**src/common/conv_pkg.sv**
```systemverilog
package conv_pkg;

	//////////////////////////////
	// Image and kernel sizes
	//////////////////////////////

	localparam int IMAGE_WIDTH    = 8;
	localparam int IMAGE_HEIGHT   = 8;
	localparam int CHANNEL_NUM_IN = 2;
	localparam int KERNEL         = 3;

	// Signed data and accumulator widths
	localparam int DATA_WIDTH = 16;
	localparam int ACC_WIDTH  = 40;

	localparam int WINDOW_SIZE = KERNEL * KERNEL;
	// Valid positions only, no padding
	localparam int OUT_SIZE    = (IMAGE_WIDTH - KERNEL + 1) * (IMAGE_HEIGHT - KERNEL + 1);
	localparam int WEIGHT_NUM  = CHANNEL_NUM_IN * WINDOW_SIZE;
	localparam int FIFO_DEPTH  = 64;

	// Counter and pointer widths
	localparam int CHANNEL_WIDTH    = (CHANNEL_NUM_IN > 1) ? $clog2(CHANNEL_NUM_IN) : 1;
	localparam int COL_WIDTH        = $clog2(IMAGE_WIDTH);
	localparam int ROW_WIDTH        = $clog2(IMAGE_HEIGHT);
	localparam int WEIGHT_IDX_WIDTH = $clog2(WEIGHT_NUM);
	localparam int OUT_ADDR_WIDTH   = $clog2(OUT_SIZE);
	localparam int FIFO_ADDR_WIDTH  = $clog2(FIFO_DEPTH);

	// Clamp limits of the result range
	localparam logic signed [ACC_WIDTH-1:0] SAT_MAX = (2 ** (DATA_WIDTH - 1)) - 1;
	localparam logic signed [ACC_WIDTH-1:0] SAT_MIN = -(2 ** (DATA_WIDTH - 1));

	//////////////////////////////
	// Stream structs
	//////////////////////////////

	typedef struct packed {
		logic                         valid;
		logic signed [DATA_WIDTH-1:0] data;
	} pixel_t;

	// Pixel 0 is top left, pixel 8 bottom right
	typedef struct packed {
		logic                                    valid;
		logic [CHANNEL_WIDTH-1:0]                channel;
		logic [WINDOW_SIZE-1:0][DATA_WIDTH-1:0] pixels;
	} window_t;

	typedef struct packed {
		logic                        valid;
		logic [CHANNEL_WIDTH-1:0]    channel;
		logic signed [ACC_WIDTH-1:0] sum;
	} psum_t;

	// Clamp an accumulator value into the signed data range
	function automatic logic signed [DATA_WIDTH-1:0] saturate(
		input logic signed [ACC_WIDTH-1:0] value
	);
		if (value > SAT_MAX) begin
			return SAT_MAX[DATA_WIDTH-1:0];
		end else if (value < SAT_MIN) begin
			return SAT_MIN[DATA_WIDTH-1:0];
		end
		return value[DATA_WIDTH-1:0];
	endfunction

endpackage

```
**src/design/conv_out_fifo.sv**
```systemverilog
`timescale 1ns/1ns

module conv_out_fifo (
	input  logic                                   clk,
	input  logic                                   reset,
	input  logic                                   wr_valid,
	input  logic signed [conv_pkg::DATA_WIDTH-1:0] wr_data,
	output logic                                   out_valid,
	output logic signed [conv_pkg::DATA_WIDTH-1:0] out_data,
	input  logic                                   out_ready,
	output logic                                   room
);

	logic signed [conv_pkg::DATA_WIDTH-1:0] mem [conv_pkg::FIFO_DEPTH];
	logic [conv_pkg::FIFO_ADDR_WIDTH-1:0]   wr_ptr;
	logic [conv_pkg::FIFO_ADDR_WIDTH-1:0]   rd_ptr;
	logic [conv_pkg::FIFO_ADDR_WIDTH:0]     count;

	logic push;
	logic pop;

	assign push = wr_valid && (count != (conv_pkg::FIFO_ADDR_WIDTH + 1)'(conv_pkg::FIFO_DEPTH));
	assign pop  = out_valid && out_ready;

	// Head word is visible without a read request
	assign out_valid = (count != '0);
	assign out_data  = mem[rd_ptr];

	// Enough space left for one whole image
	assign room = (count <= (conv_pkg::FIFO_ADDR_WIDTH + 1)'(conv_pkg::FIFO_DEPTH - conv_pkg::OUT_SIZE));

	always_ff @(posedge clk) begin
		if (push) begin
			mem[wr_ptr] <= wr_data;
		end
	end

	always_ff @(posedge clk) begin
		if (reset) begin
			wr_ptr <= '0;
			rd_ptr <= '0;
			count  <= '0;
		end else begin
			if (push) wr_ptr <= wr_ptr + 1'b1;
			if (pop) rd_ptr <= rd_ptr + 1'b1;
			case ({push, pop})
				2'b10:   count <= count + 1'b1;
				2'b01:   count <= count - 1'b1;
				default: count <= count;
			endcase
		end
	end

endmodule

```
**config.mk**
```make
export PLATFORM = sky130hd
export DESIGN_NAME = conv_out_fifo
export DESIGN_NICKNAME = d
export VERILOG_FILES = /design/src/common/conv_pkg.sv /design/src/design/conv_out_fifo.sv
export SDC_FILE = /design/constraint.sdc
export NUM_CORES = 1
export LEC_CHECK = 0
export ABC_AREA = 1
export ABC_CLOCK_PERIOD_IN_PS = 3320
export BUFFER_PORTS_ARGS = -buffer_cell sky130_fd_sc_hd__buf_2
export CAP_MARGIN = 0
export CELL_PAD_IN_SITES_DETAIL_PLACEMENT = 1
export CELL_PAD_IN_SITES_GLOBAL_PLACEMENT = 2
export CORE_MARGIN = 2
export CORE_UTILIZATION = 44
export DETAILED_ROUTE_END_ITERATION = 8
export HOLD_SLACK_MARGIN = 0.06
export PLACE_DENSITY = 0.76
export SLEW_MARGIN = 20
export SYNTH_ARGS = -nofsm -noshare
export SYNTH_HDL_FRONTEND = slang
export SYNTH_SLANG_ARGS = --single-unit
```
**constraint.sdc**
```tcl
create_clock -name clk -period 3.32 [get_ports clk]
set_clock_uncertainty 0.05 [all_clocks]
set_input_delay 0.664 -clock clk [delete_from_list [all_inputs] [get_ports clk]]
set_output_delay 0.664 -clock clk [all_outputs]
set_load 0.05 [all_outputs]
```
==> results.yml <==
die:
  start_util: 0.4449
  die_width_um: 316.9
  dieArea_um2: 100400
  io_pins: 38
  num_rows: 114
  fp.dieH_um: 316.9
  design.core.area_um2: 96850
timing:
  hold_violations: 0
  fin_crit_ns: 3.440
  final.setup.worst_slack_ns: -0.1195
  slew_headroom: 0.2165
  clock.fmax_ghz: 0.2907
  grt_setup_unrepaired: "yes"
  finalSetupTns_ns: -1.283
  report.final.slew_viol_count: 0
  finalCritPeriodShare: 1.036
  finalSetupViolations: 16
  worst_pin_slew_ns: 1.174
cells_and_area:
  synthToLayoutAreaGrowth_pct: 21.49
  nets: 3900
  final_common_cell: "nand2_1"
  multiInputGateArea_um2: 11360
  area.sequential_um2: 31260
  final_cells: 5249
  most-common-layout-cells: "1263 x nand2_1, 1024 x edfxtp_1, 757 x nand3_1"
  nFillCells: 9695
  drive_gt1_frac: 0.1778
  postLayoutCoreUtil: 0.5405
global_routing:
  grt_usage: 0.2903
  grt_pass1_vias: 31370
  antenna_found_initial: 1
  grt_pass1_wl_um: 212400
  grt-ovfl-total: 0
  grt_max_degree: 70
job:
  cap_violations: 0
yosys:
  synth-seq-cells: 1049
  synth_cell_types: 29
  yosysWarnings: 0
  synthArstFlopShare: 0
  synth_area_um2: 43090
  seq_area_frac_synth: 0.7253
  ys.flop_type: "edfxtp_1"
  post_synth_inst_count: 3687
  synth_edf_count: 1024
  synth.avg_cell_area_um2: 11.69
  synth_nets: 3712
critical_path:
  r2r-start: "count[0]"
  rr_worst_depth: 18
  worstSetupEndpointType: "output port"
  r2r_slack_ns: 0.36
  critical_path_class: "flop to output port"
  reg2reg_to: "count[4]"
  crit_required_ns: 2.61
  arrival_ns: 2.73
  cp_max_fo: 6
  cp-start-kind: "flop"
clocking:
  numCtsBuffers: 111
  clk_path_buf_depth: 3
  clock_latency_ns: 0.69
  clk_pin_slew_ns: 0.06
  h-tree-depth: 3
  cts_tree: "built"
  cts-root-buf: "clkbuf_16"
  cts.sinks: 1049
placement:
  hpwl_um: 80800
  portBuffers: 37
  gp_congestion: 0.8407
  pre_cts_slack_ns: 0.1464
  dp.cells: 4958
detailed_routing:
  finalWirelength_um: 146100
  drt_iter0_drc: 3014
  vias: 30470
  routed_via_density: 5.805
  wire_per_inst_um: 27.83
  drc: 0
  drt_pass1_iterations: 5
  ant_nets: 0
min_path:
  min-delay-path-class: "input port to flop"
  worst_hold_startpoint: "reset"
  hold-path-cell-count: 2
  whs_endpoint: "wr_ptr[5]"
pwr:
  peakVddDrop_mv: 0.4442
  p_leak_nw: 19.13
  power.density_nw_per_um2: 739.9
run_status:
  violations: "negative setup slack"
  status: "finished, violations left"
## routing by layer
metal | share of wire | vias to the layer above | GRT usage
met5 | 0 | - | 0
met4 | 0.026 | 0 | 0.08244
met3 | 0.069 | 218 | 0.03737
met2 | 0.48 | 1130 | 0.4761
met1 | 0.43 | 15770 | 0.4081
li1 | - | 13350 | -
## Yosys cell counts (4+ instances only)
cell         n  share of area
ha_1         5         0.0015
dfxtp_1     25          0.012
o21ai_0      9         0.0010
nand2_1   1347           0.12
inv_2        4        0.00035
nor2_1      81         0.0071
inv_1       36         0.0031
edfxtp_1  1024           0.71
clkbuf_1    18         0.0016
buf_4       18         0.0031
buf_6       51          0.013
xor2_1       4        0.00081
buf_1       11        0.00096
nand3_1    887           0.10
a21oi_1     20         0.0023
buf_2      127          0.015
## what timing repair did
item	CTS	global route
setup buffers	27	12
hold buffers	0	0
resized for setup	220	111
hold endpoints to repair	0	0
pin swaps	63	53
setup endpoints to repair	16	17
cloned	35	8
## through the flow
stage                     instance area [um^2]  hold WS [ns]  power [mW]
final                                    52340        0.2912       38.73
after CTS                                51570        0.2774       38.28
after global routing                     52340        0.2895       40.12
after floorplan                          43090        0.4089       20.46
after detailed placement                 45670        0.4451       23.68
after global placement                   45670        0.4364       23.46
## sequential cells by signal, summed over array words and instances (netlist names), named ones only
| register | cells |
|---|---|
| rd_ptr | 6 |
| mem | 1024 |
| wr_ptr | 6 |
| count | 7 |
## cells by family (layout without fill, tap and decap cells)
logic type | count (synthesis) | count (layout) | share of synthesized area
xor gates and xnor gates | 6 | 6 | 0.001220
other | 0 | 2 | 0
adders and majority gates | 5 | 5 | 0.001452
buffers and inverters | 266 | 550 | 0.03743
AOI/OAI and AO/OA | 32 | 32 | 0.003920
and+or+nand+nor | 2329 | 2329 | 0.2307
DFF | 1049 | 1049 | 0.7253
## power breakdown
part	leakage, nW	switching [mW]	internal [mW]	total [mW]
sequential	9.42	0.105	14.7	14.8
clock	1.84	5.32	7.58	12.9
combinational	7.88	6.95	4.10	11.1
## how the worst max path moves through the flow
stage               cells after the start      from  slack [ns]      endpoint
floorplan                              18  count[0]        0.40      count[4]
global placement                       12      flop        0.15  out_data[14]
detailed placement                     12      flop        0.15  out_data[14]
CTS                                    14      flop       -0.15  out_data[10]
global route                           14      flop       -0.21   out_data[8]
finish                                 14      flop       -0.12   out_data[8]
## final cells by class
cell class                 count  share of cell area
antenna                        2          0.00009561
clock buffer                 132             0.05656
clock inverter                77             0.01520
inverter                      41            0.003896
multi-input combinational   2372              0.2169
sequential                  1049              0.5973
tap                         1276             0.03050
timing repair buffer         296             0.07874
timing repair inverter         4           0.0008127
## critical path, stage by stage, from the launching register on
cell and delay, ns:
dfxtp_4 0.39, buf_12 0.13, buf_12 0.12, buf_12 0.14, buf_12 0.16, clkbuf_16 0.16, nand2_1 0.05, nand3_1 0.08
nand3_1 0.10, nand2_1 0.12, nand2_2 0.09, nand3_2 0.09, nand3_2 0.10, nand2_4 0.14, buf_12 0.14
(Power assumes the default switching activity.)
