## config.mk

```make
export PLATFORM = sky130hd
export DESIGN_NAME = conv_window_gen
export DESIGN_NICKNAME = d
export VERILOG_FILES = /design/src/common/conv_pkg.sv /design/src/design/conv_window_gen.sv
export SDC_FILE = /design/constraint.sdc
export NUM_CORES = 1
export LEC_CHECK = 0
export BUFFER_PORTS_ARGS = -buffer_cell sky130_fd_sc_hd__buf_4
export CAP_MARGIN = 15
export CORE_ASPECT_RATIO = 1.25
export CORE_UTILIZATION = 26
export DETAILED_ROUTE_END_ITERATION = 10
export GPL_TIMING_DRIVEN = 0
export PLACE_DENSITY = 0.41
export REMOVE_ABC_BUFFERS = 1
export SYNTH_ARGS = -nofsm -noshare
export SYNTH_HDL_FRONTEND = slang
export SYNTH_SLANG_ARGS = --single-unit
```

## constraint.sdc

```tcl
create_clock -name clk -period 10.85 [get_ports clk]
set_input_delay 2.7125 -clock clk [delete_from_list [all_inputs] [get_ports clk]]
set_output_delay 2.7125 -clock clk [all_outputs]
set_load 0.1 [all_outputs]
```

## src/common/conv_pkg.sv

```systemverilog
package conv_pkg;

	//////////////////////////////
	// Image and kernel sizes
	//////////////////////////////

	localparam int IMAGE_WIDTH    = 8;
	localparam int IMAGE_HEIGHT   = 8;
	localparam int CHANNEL_NUM_IN = 2;
	localparam int KERNEL         = 3;

	// Signed data and accumulator widths
	localparam int DATA_WIDTH = 16;
	localparam int ACC_WIDTH  = 40;

	localparam int WINDOW_SIZE = KERNEL * KERNEL;
	// Valid positions only, no padding
	localparam int OUT_SIZE    = (IMAGE_WIDTH - KERNEL + 1) * (IMAGE_HEIGHT - KERNEL + 1);
	localparam int WEIGHT_NUM  = CHANNEL_NUM_IN * WINDOW_SIZE;
	localparam int FIFO_DEPTH  = 64;

	// Counter and pointer widths
	localparam int CHANNEL_WIDTH    = (CHANNEL_NUM_IN > 1) ? $clog2(CHANNEL_NUM_IN) : 1;
	localparam int COL_WIDTH        = $clog2(IMAGE_WIDTH);
	localparam int ROW_WIDTH        = $clog2(IMAGE_HEIGHT);
	localparam int WEIGHT_IDX_WIDTH = $clog2(WEIGHT_NUM);
	localparam int OUT_ADDR_WIDTH   = $clog2(OUT_SIZE);
	localparam int FIFO_ADDR_WIDTH  = $clog2(FIFO_DEPTH);

	// Clamp limits of the result range
	localparam logic signed [ACC_WIDTH-1:0] SAT_MAX = (2 ** (DATA_WIDTH - 1)) - 1;
	localparam logic signed [ACC_WIDTH-1:0] SAT_MIN = -(2 ** (DATA_WIDTH - 1));

	//////////////////////////////
	// Stream structs
	//////////////////////////////

	typedef struct packed {
		logic                         valid;
		logic signed [DATA_WIDTH-1:0] data;
	} pixel_t;

	// Pixel 0 is top left, pixel 8 bottom right
	typedef struct packed {
		logic                                    valid;
		logic [CHANNEL_WIDTH-1:0]                channel;
		logic [WINDOW_SIZE-1:0][DATA_WIDTH-1:0] pixels;
	} window_t;

	typedef struct packed {
		logic                        valid;
		logic [CHANNEL_WIDTH-1:0]    channel;
		logic signed [ACC_WIDTH-1:0] sum;
	} psum_t;

	// Clamp an accumulator value into the signed data range
	function automatic logic signed [DATA_WIDTH-1:0] saturate(
		input logic signed [ACC_WIDTH-1:0] value
	);
		if (value > SAT_MAX) begin
			return SAT_MAX[DATA_WIDTH-1:0];
		end else if (value < SAT_MIN) begin
			return SAT_MIN[DATA_WIDTH-1:0];
		end
		return value[DATA_WIDTH-1:0];
	endfunction

endpackage

```

## src/design/conv_window_gen.sv

```systemverilog
`timescale 1ns/1ns

module conv_window_gen (
	input  logic              clk,
	input  logic              reset,
	input  conv_pkg::pixel_t  pixel_in,
	output conv_pkg::window_t window_out
);

	// Previous two rows of the current plane
	logic signed [conv_pkg::DATA_WIDTH-1:0] line_buf_1 [conv_pkg::IMAGE_WIDTH];
	logic signed [conv_pkg::DATA_WIDTH-1:0] line_buf_2 [conv_pkg::IMAGE_WIDTH];

	logic [conv_pkg::COL_WIDTH-1:0]     col;
	logic [conv_pkg::ROW_WIDTH-1:0]     row;
	logic [conv_pkg::CHANNEL_WIDTH-1:0] channel;

	logic [conv_pkg::WINDOW_SIZE-1:0][conv_pkg::DATA_WIDTH-1:0] win;
	logic                                                       win_valid;
	logic [conv_pkg::CHANNEL_WIDTH-1:0]                         win_channel;

	//////////////////////////////
	// Raster position counters
	//////////////////////////////

	always_ff @(posedge clk) begin
		if (reset) begin
			col       <= '0;
			row       <= '0;
			channel   <= '0;
			win_valid <= 1'b0;
		end else begin
			// Window fully inside the plane
			win_valid <= pixel_in.valid && (row >= conv_pkg::ROW_WIDTH'(conv_pkg::KERNEL - 1))
				&& (col >= conv_pkg::COL_WIDTH'(conv_pkg::KERNEL - 1));
			if (pixel_in.valid) begin
				if (col == conv_pkg::COL_WIDTH'(conv_pkg::IMAGE_WIDTH - 1)) begin
					col <= '0;
					if (row == conv_pkg::ROW_WIDTH'(conv_pkg::IMAGE_HEIGHT - 1)) begin
						row <= '0;
						// Next plane, or next image after the last channel
						if (channel == conv_pkg::CHANNEL_WIDTH'(conv_pkg::CHANNEL_NUM_IN - 1)) begin
							channel <= '0;
						end else begin
							channel <= channel + 1'b1;
						end
					end else begin
						row <= row + 1'b1;
					end
				end else begin
					col <= col + 1'b1;
				end
			end
		end
	end

	// Line buffers and the 3x3 shift window
	always_ff @(posedge clk) begin
		if (pixel_in.valid) begin
			line_buf_2[col] <= line_buf_1[col];
			line_buf_1[col] <= pixel_in.data;
			for (int r = 0; r < conv_pkg::KERNEL; r++) begin
				win[r*conv_pkg::KERNEL]     <= win[r*conv_pkg::KERNEL + 1];
				win[r*conv_pkg::KERNEL + 1] <= win[r*conv_pkg::KERNEL + 2];
			end
			// New right column, oldest row on top
			win[2] <= line_buf_2[col];
			win[5] <= line_buf_1[col];
			win[8] <= pixel_in.data;
			win_channel <= channel;
		end
	end

	assign window_out = '{valid: win_valid, channel: win_channel, pixels: win};

endmodule

```

==> impl_metrics.tcl <==
set metrics [dict create \
    status "complete, no violations" \
    max_stage_delay_ns 0.74 \
    critPathRequiredTime_ns 11.13 \
    cp_common_cell "buf_6" \
    cts_setup_buffers 0 \
    io_pins 165 \
    p_sw_w 0.00108 \
    first_pass_iters 4 \
    rows 96 \
    hold_viol 0 \
    fmax_mhz 198 \
    seq_power_share_pct 48.0 \
    clockBufferDepth 3 \
    clkPwrFrac_pct 38.3 \
    ant_nets 0 \
    first_global_vias 6827 \
    via_count 6492 \
    cts_root_buf "clkbuf_16" \
    path_cells "buf_8 > buf_16 > nand2b_1 > nor3_2 > buf_6 > buf_6 > buf_6" \
    tns_ns 0 \
    final.setup_skew_ns 0.0145 \
    clkTransAtPathRegs_ns 0.06 \
    synthMuxAreaShare_pct 12.5 \
    routabilityCongestion 0.647 \
    cp.arrival_ns 5.34 \
    grt_pass1_wl_um 44700 \
    cts.repair.resized 0 \
    synth_compound_area_share_pct 0.600 \
    cts.sinks 412 \
    core_um2 55300 \
    crit_fanout 106 \
    cts.htree.levels 2 \
    wirelength_um 30200 \
    ys.flop_type "edfxtp_1" \
    clk_latency_ns 0.57 \
    synth_cells 595 \
    area_growth_pct 26.5 \
    dp_hpwl_um 17800 \
    synth.avg_cell_area_um2 24.5 \
    syn_area_um2 14600 \
    ys_warn_count 0 \
    vdd_ir_drop_max_v 0.000126 \
    io_buffer_count 164 \
    synth_top_family_by_area "multiplexers" \
    ys_types 32 \
    max_cap_violations 0 \
    crit_path_end_kind "register" \
    start_util_pct 26.4 \
    start_kind "input port" \
    worst_slew_pin_slew_ns 0.913 \
    synthAdderAreaFrac_pct 0.514 \
    ys_seq_area_share_pct 84.0 \
    max_slew_margin_pct 39.0 \
    numCtsBuffers 45 \
    ys_seq_elements 412 \
    utilization_pct 33.5 \
    synth-simple-area-share_pct 1.23 \
    synth-edff-count 401 \
    drc 0 \
    period_needed_ns 5.06 \
    cts_hold_buf 0 \
    p_leak_nw 6.19 \
    wl_per_cell_um 19.2 \
    critPathKind "input port to register" \
    p_per_area_nw_per_um2 213 \
    finalSetupViolations 0 \
    combPwrFrac_pct 13.6 \
    cp_top_family "buffers and inverters" \
    crit_slowest_cell "nor3_2" \
    synthArstFlopShare_pct 0 \
    die_area_um2 57100 \
    fillers 5290 \
    cell_internal_pwr_w 0.00285 \
    antenna-diode-count 0 \
    rsz0062_at_grt "no" \
    drive_above_1_share_pct 39.8 \
    cts_tree "built" \
    hold_class "register to register" \
    grt.total_usage_pct 10.6 \
    die_w_um 214 \
    drt_iter0_markers 357 \
    grt_max_degree 107 \
    fin_nets 826 \
    synth_xor_area_share_pct 0.0600 \
    slew_viol_final 0 \
    period_share_pct 46.6 \
    die-height_um 267 \
    crit_buf_inv 5 \
    swShare_pct 27.4 \
    grt-ovfl-total 0 \
    viasPerCell 4.13 \
    antenna_found_initial 1 \
]
[sequential cells by signal, summed over array words and instances, names as in the netlist, named ones only]
name	cells
row	3
win_valid	1
col	3
line_buf_1	128
line_buf_2	128
window_out	144
channel	1
win_channel	1
[through the flow]
step | power, W | cell area [µm²] | hold WS (ns) | instances | setup slack, ns
3_3_place_gp | 0.00246 | 16600 | 0.429 | 1469 | 0.404
3_5_place_dp | 0.00247 | 17000 | 0.433 | 1489 | 5.06
5_1_grt | 0.00407 | 18500 | 0.461 | 1572 | 5.59
6_report | 0.00393 | 18500 | 0.448 | 1572 | 5.79
2_1_floorplan | 0.00231 | 14400 | 0.428 | 570 | 5.33
4_1_cts | 0.00400 | 18500 | 0.450 | 1572 | 5.70
[cells in the mapped netlist (all sizes together), types with 2 or more instances]
cell type / n / area, µm²
a21oi: 4 / 20.0
buf: 20 / 145
clkbuf: 5 / 18.8
dfxtp: 11 / 220
edfxtp: 401 / 12000
ha: 6 / 75.1
inv: 2 / 7.51
mux2: 34 / 383
mux2i: 3 / 30.0
mux4: 59 / 1410
nand2: 9 / 33.8
nand2b: 2 / 12.5
nand3: 3 / 15.0
nor2: 17 / 63.8
nor3: 5 / 25.0
o21ai: 2 / 10.0
[cell usage in the layout, fill, tap and decap left out, drive strengths merged, types with 2 or more instances in the layout]
master / synthesis / final
clkinv: 0 / 21
clkbuf: 5 / 54
mux4: 59 / 59
edfxtp: 401 / 401
nor3: 5 / 5
dfxtp: 11 / 11
mux2i: 3 / 3
ha: 6 / 6
buf: 20 / 184
inv: 2 / 3
bufinv: 0 / 4
a21oi: 4 / 4
nand2b: 2 / 2
mux2: 34 / 34
nand3: 3 / 3
clkinvlp: 0 / 3
nor2: 17 / 17
o21ai: 2 / 2
nand2: 9 / 9
[area by class of cell]
class / count / area (µm²) / share of cell area (%)
sequential: 412 / 12300 / 66.4
multi-input combinational: 156 / 2230 / 12.0
timing repair buffer: 184 / 1610 / 8.73
clock buffer: 54 / 1200 / 6.51
tap: 735 / 920 / 4.98
clock inverter: 29 / 241 / 1.31
inverter: 2 / 7.51 / 0.0406
[metal layers]
layer	up-vias	share of wire, %	GRT usage (%)	wire [µm]
li1	2919	-	-	-
met1	3358	43	13.2	13100
met2	154	50	17.6	15000
met3	59	3.9	2.46	1180
met4	2	2.9	4.24	878
met5	-	0.040	0	12
[power groups by stage]
stage | registers, W | logic (W) | clock network (W)
detailed placement | 0.00192 | 0.000544 | 0
finish | 0.00189 | 0.000536 | 0.00151
CTS | 0.00189 | 0.000545 | 0.00156
global placement | 0.00194 | 0.000519 | 0
floorplan | 0.00223 | 0.0000826 | 0
global route | 0.00190 | 0.000555 | 0.00162
[logic make-up after synthesis]
kind of cell	after synthesis
flops	412
buf+inv	27
xor+xnor	1
compound gates	13
mux	96
simple gates	40
fa+ha+maj	6
[path summary, 6_finish.rpt]
check                        from          endpoint  slack [ns]  cells after the start
setup / recovery     pixel_in[16]  line_buf_1[0][8]        5.79                      7
hold / removal    window_out[134]   window_out[118]        0.45                      0
setup reg to reg           col[2]  line_buf_1[0][8]        8.38                      5
hold reg to reg   window_out[134]   window_out[118]        0.45                      0
(Power assumes the default switching activity.)
