<file path="src/common/conv_pkg.sv">
package conv_pkg;

	//////////////////////////////
	// Image and kernel sizes
	//////////////////////////////

	localparam int IMAGE_WIDTH    = 8;
	localparam int IMAGE_HEIGHT   = 8;
	localparam int CHANNEL_NUM_IN = 2;
	localparam int KERNEL         = 3;

	// Signed data and accumulator widths
	localparam int DATA_WIDTH = 16;
	localparam int ACC_WIDTH  = 40;

	localparam int WINDOW_SIZE = KERNEL * KERNEL;
	// Valid positions only, no padding
	localparam int OUT_SIZE    = (IMAGE_WIDTH - KERNEL + 1) * (IMAGE_HEIGHT - KERNEL + 1);
	localparam int WEIGHT_NUM  = CHANNEL_NUM_IN * WINDOW_SIZE;
	localparam int FIFO_DEPTH  = 64;

	// Counter and pointer widths
	localparam int CHANNEL_WIDTH    = (CHANNEL_NUM_IN > 1) ? $clog2(CHANNEL_NUM_IN) : 1;
	localparam int COL_WIDTH        = $clog2(IMAGE_WIDTH);
	localparam int ROW_WIDTH        = $clog2(IMAGE_HEIGHT);
	localparam int WEIGHT_IDX_WIDTH = $clog2(WEIGHT_NUM);
	localparam int OUT_ADDR_WIDTH   = $clog2(OUT_SIZE);
	localparam int FIFO_ADDR_WIDTH  = $clog2(FIFO_DEPTH);

	// Clamp limits of the result range
	localparam logic signed [ACC_WIDTH-1:0] SAT_MAX = (2 ** (DATA_WIDTH - 1)) - 1;
	localparam logic signed [ACC_WIDTH-1:0] SAT_MIN = -(2 ** (DATA_WIDTH - 1));

	//////////////////////////////
	// Stream structs
	//////////////////////////////

	typedef struct packed {
		logic                         valid;
		logic signed [DATA_WIDTH-1:0] data;
	} pixel_t;

	// Pixel 0 is top left, pixel 8 bottom right
	typedef struct packed {
		logic                                    valid;
		logic [CHANNEL_WIDTH-1:0]                channel;
		logic [WINDOW_SIZE-1:0][DATA_WIDTH-1:0] pixels;
	} window_t;

	typedef struct packed {
		logic                        valid;
		logic [CHANNEL_WIDTH-1:0]    channel;
		logic signed [ACC_WIDTH-1:0] sum;
	} psum_t;

	// Clamp an accumulator value into the signed data range
	function automatic logic signed [DATA_WIDTH-1:0] saturate(
		input logic signed [ACC_WIDTH-1:0] value
	);
		if (value > SAT_MAX) begin
			return SAT_MAX[DATA_WIDTH-1:0];
		end else if (value < SAT_MIN) begin
			return SAT_MIN[DATA_WIDTH-1:0];
		end
		return value[DATA_WIDTH-1:0];
	endfunction

endpackage

</file>
<file path="src/design/conv_channel_adder.sv">
`timescale 1ns/1ns

module conv_channel_adder (
	input  logic                                   clk,
	input  logic                                   reset,
	input  conv_pkg::psum_t                        psum_in,
	output logic                                   result_valid,
	output logic signed [conv_pkg::DATA_WIDTH-1:0] result_data
);

	// One partial sum per output position
	logic signed [conv_pkg::ACC_WIDTH-1:0] psum_mem [conv_pkg::OUT_SIZE];
	logic [conv_pkg::OUT_ADDR_WIDTH-1:0]   addr;

	logic                                  is_first;
	logic                                  is_last;
	logic signed [conv_pkg::ACC_WIDTH-1:0] total;

	assign is_first = (psum_in.channel == '0);
	assign is_last  = (psum_in.channel
		== conv_pkg::CHANNEL_WIDTH'(conv_pkg::CHANNEL_NUM_IN - 1));

	// First channel starts from zero, later ones accumulate
	assign total = is_first ? psum_in.sum : psum_mem[addr] + psum_in.sum;

	//////////////////////////////
	// Position counter
	//////////////////////////////

	always_ff @(posedge clk) begin
		if (reset) begin
			addr         <= '0;
			result_valid <= 1'b0;
		end else begin
			result_valid <= psum_in.valid && is_last;
			if (psum_in.valid) begin
				// Wraps at the end of every plane
				if (addr == conv_pkg::OUT_ADDR_WIDTH'(conv_pkg::OUT_SIZE - 1)) begin
					addr <= '0;
				end else begin
					addr <= addr + 1'b1;
				end
			end
		end
	end

	// Store running sums, emit on the last channel
	always_ff @(posedge clk) begin
		if (psum_in.valid) begin
			if (is_last) begin
				result_data <= conv_pkg::saturate(total);
			end else begin
				psum_mem[addr] <= total;
			end
		end
	end

endmodule

</file>
<file path="config.mk">
export PLATFORM = sky130hd
export DESIGN_NAME = conv_channel_adder
export DESIGN_NICKNAME = d
export VERILOG_FILES = /design/src/common/conv_pkg.sv /design/src/design/conv_channel_adder.sv
export SDC_FILE = /design/constraint.sdc
export NUM_CORES = 1
export LEC_CHECK = 0
export BUFFER_PORTS_ARGS = -buffer_cell sky130_fd_sc_hd__buf_2
export CAP_MARGIN = 20
export CORE_MARGIN = 2
export CORE_UTILIZATION = 65
export CTS_BUF_LIST = sky130_fd_sc_hd__clkbuf_4 sky130_fd_sc_hd__clkbuf_8
export DETAILED_ROUTE_END_ITERATION = 8
export PLACE_DENSITY = 0.82
export SLEW_MARGIN = 10
export SYNTH_ARGS = -nofsm -noshare
export SYNTH_HDL_FRONTEND = slang
export SYNTH_SLANG_ARGS = --single-unit
</file>
<file path="constraint.sdc">
create_clock -name clk -period 9.9 [get_ports clk]
set_clock_uncertainty 0.2 [all_clocks]
set_input_delay 2.475 -clock clk [delete_from_list [all_inputs] [get_ports clk]]
set_output_delay 2.475 -clock clk [all_outputs]
set_load 0.01 [all_outputs]
</file>
==> summary.md <==
| Metric | Value |
|---|---|
| Outcome | `completed` |
| Area grow syn2layout | `11.8%` |
| Fin cells | `4409` |
| Num rows | `110` |
| Synth Area in Compound Gates | `approximately 3.2%` |
| # IOs | `61` |
| Cell mode on critical path | `buf_4` |
| Top post-synthesis cells by area | `edfxtp_1 (74%), mux4_2 (17%), mux2i_1 (0.89%)` |
| Hold path cells | `2` |
| RSZ-0062 raised after global routing | `false` |
| Dpl cells | `4003` |
| Pre-CTS WS | `about 2.1 ns` |
| Core area | `approximately 0.09 sq mm` |
| Pre-antenna DRT Iters | `6` |
| Simple-gate portion of the synthesized area | `2.73%` |
| Cell taking the most area after synthesis | `edfxtp_1` |
| Total number of vias | `approximately 33k` |
| Worst Tran Pin Value | `~1.1 ns` |
| Vias in the first global route | `around 33k` |
| Buffers on Ports | `60` |
| GR Layer Usage met1 | `~50%` |
| #FFs+latches synth | `1469` |
| Grt peak-use layer | `met2` |
| Syn Nets | `about 2.9k` |
| Antenna Nets Post-Route | `0` |
| Skew-Pair Late Insertion Delay | `just over 0.9 ns` |
| DIE HEIGHT | `306 um` |
| Worst path slowest cell | `dfxtp_4` |
| CP Capture Type | `flip-flop` |
| DP HPWL | `~90 mm` |
| Seq/Total Area, Yosys | `74.0%` |
| CP Max Fanout | `between 40 and 50` |
| CTS sink count | `between 1k and 1.5k` |
| Final Cycle Share | `80.1%` |
| Die width | `306 um` |
| Via-to-Cell Ratio | `7.39` |
| CTS buffer count | `216` |
| Final core occ | `roughly 74%` |
| WP data arrival | `between 8 and 9 ns` |
| First-pass GRT wire length | `232 mm` |
| Pwr dens | `around 210 mW/mm^2` |
| H-Tree Depth | `4` |
| WS Path Type | `reg -> reg` |
| Clock transition at path regs | `approximately 0.080 ns` |
| CTS Hold Bufs | `0` |
| Post CTS Setup Buffer Count | `0` |
| TNS Setup | `0 ns` |
| Class of the worst hold path | `reg -> reg` |
| Layout cell share with drive strength beyond 1 | `about a third` |
| Clock tree buffer depth | `3` |
| Most numerous cell in the Yosys netlist | `edfxtp_1` |
| Tmin final | `a little under 8 ns` |
| Post-DR wirelength/cell | `37.5 um` |
| Largest net degree at the start of global routing | `between 90 and 100` |
| # nets final | `3141` |
| Post-CTS Resized | `0` |
| Async SR Flop Fraction | `0%` |
| CTS tree | `yes` |
| Synth Area in Adders | `less than 1%` |
| Initial antenna violation count | `8` |
| Die area | `0.0939 sq mm` |
| Crit-path cells | `buf_4 > buf_4 > mux4_2 > mux4_2 > mux2i_1 > o21ai_0 > ha_1 > a21oi_2 > o21ai_1 > a221o_1 > a2111oi_4 > nor4b_1 > nand3b_1 > buf_4 > nor4b_1 > nand4b_1 > nor2_1 > a211oi_2` |
| Clk root buf | `clkbuf_8` |
| Initial Utilization | `65.9%` |
| Crit-path max cell delay | `between 0.9 and 1 ns` |
| Setup-failing EPs final | `0` |
| Final Worst Setup Slack | `just under 2 ns` |
| Main combinational cell family by area after synthesis | `multiplexers` |
| Final WL | `between 150 and 200 mm` |
| Worst reg-to-reg setup slack | `roughly 2.0 ns` |
| Syn. warnings | `0` |
| Slew Limit Fails | `0` |
| Post-synthesis mux area share | `17.6%` |
| Fin Hold WS | `0.438 ns` |
| R2R depth | `18` |
| Fill count | `around 4.7k` |
| Initial DRC Count | `around 5.6k` |
| Synth top area share | `73.5%` |
| Slew Limit Headroom | `23.4%` |
| Final Wtd Congestion | `roughly 1.1` |
| Static leakage | `20.6 nW` |
| Met2 Track Usage GR | `55.1%` |
| Met3 usage | `8.59%` |
| Reg-to-reg endpoint | `result_data[14]$_DFFE_PP_` |
| Placed inst area | `between 0.06 and 0.07 sq mm` |
| Hold path startpoint | `addr[5]$_SDFFE_PP0P_` |
| Synth cell types | `a little over 80` |
| GR Overflow Total | `0` |
| Post-synth EDFFs | `1456` |
| Post-synthesis instance total | `~2.8k` |
| Mean post-synth cell area | `roughly 21 sq um` |
| VDD IR-drop max | `around 0.10 mV` |
| Final Cell Area | `0.0665 sq mm` |
| Nature of the critical path startpoint | `flip-flop` |
| Max Freq | `~130 MHz` |
| Tot Pwr | `13.9 mW` |
| CP required | `roughly 10 ns` |
| Post-route DRC | `0` |
| All-Layer GR Usage | `a little over a third` |
| Fin. Hold Viols | `0` |
| Synth top cells by count | `edfxtp_1 (1456), mux4_2 (439), nand2_1 (102), nor2_1 (89), clkbuf_1 (84)` |
| Max_cap viols | `0` |
| Mapped cell area | `0.0595 sq mm` |
| Xor/xnor share of the synthesized area | `less than 1%` |
| Primary FF master, synth | `edfxtp_1` |
## layout by cell type, fill, tap and decap left out, types with 7 or more instances in the layout
cell and count:
inv_1 31, a31oi_1 16, o21ai_1 9, and3_1 7, xnor2_1 13, nor2_4 36
ha_1 40, nand2_1 102, buf_2 60, o31ai_1 9, clkinv_1 55, or3_1 16
nand2b_1 8, nand4_1 23, buf_16 15, o21a_1 9, mux2i_1 53, clkinv_2 17
mux4_2 439, o211ai_1 9, nor3_1 16, xor2_1 12, nor2b_1 7, clkbuf_8 216
and2_1 8, buf_4 82, dfxtp_1 7, o21bai_1 8, clkbuf_4 78, edfxtp_1 1456
a211oi_2 11, a211oi_1 8, a21o_1 16, a21oi_1 59, nor2_1 52, o21ai_0 62
buf_12 9, nand3_1 16
## critical path, delay by kind of cell (launching register included)
kind	cells	cell delay (ns)
flops	1	0.97
buf+inv	3	1.08
fa+ha+maj	1	0.43
mux	3	1.46
simple gates	5	1.70
compound gates	6	1.69
## power by group
| group | internal, mW | switching [mW] | total (mW) |
|---|---|---|---|
| combinational | 0.636 | 1.16 | 1.79 |
| clock | 2.45 | 2.34 | 4.79 |
| sequential | 7.25 | 0.0370 | 7.29 |
| total | 10.3 | 3.53 | 13.9 |
## metal layers
| metal | share of wire [%] | vias to the layer above |
|---|---|---|
| met5 | 0.033 | - |
| met4 | 4.4 | 8 |
| li1 | - | 12434 |
| met1 | 34 | 16574 |
| met3 | 14 | 506 |
| met2 | 47 | 3041 |
## how the worst max path moves through the flow
stage / from / to / slack (ns) / cells after the start
finish: flip-flop / result_data[14]$_DFFE_PP_ / 1.97 / 18
global route: flip-flop / result_data[4]$_DFFE_PP_ / 1.62 / 18
CTS: flip-flop / result_data[2]$_DFFE_PP_ / 2.06 / 18
detailed placement: flip-flop / result_data[4]$_DFFE_PP_ / 2.14 / 18
global placement: flip-flop / result_data[4]$_DFFE_PP_ / 2.20 / 18
floorplan: flip-flop / result_data[11]$_DFFE_PP_ / 1.77 / 19
## cells by family (layout without fill, tap and decap cells)
family | Yosys count | after routing
multiplexers | 496 | 496
flip-flops | 1469 | 1469
buffers and inverters | 182 | 590
other | 0 | 6
AND/OR/NAND/NOR | 330 | 330
adder cells (fa/ha/maj) | 41 | 41
AO/OA/AOI/OAI | 276 | 276
XOR/XNOR | 25 | 25
## flip-flops by register name (all words and copies together), names as in the netlist, named ones only
| signal | count |
|---|---|
| psum_mem | 1440 |
| result_data | 16 |
| addr | 6 |
| result_valid | 1 |
## final cells by class
class                      instances  area, sq um  area share [%]
clock inverter                    95          648           0.975
multi-input combinational       1168        15100            22.7
timing repair buffer             169         1550            2.34
inverter                          32          120           0.181
antenna                            6         15.0          0.0226
sequential                      1469        44000            66.2
tap                             1176         1470            2.21
clock buffer                     294         3560            5.35
Power figures use the tool's default switching activity.
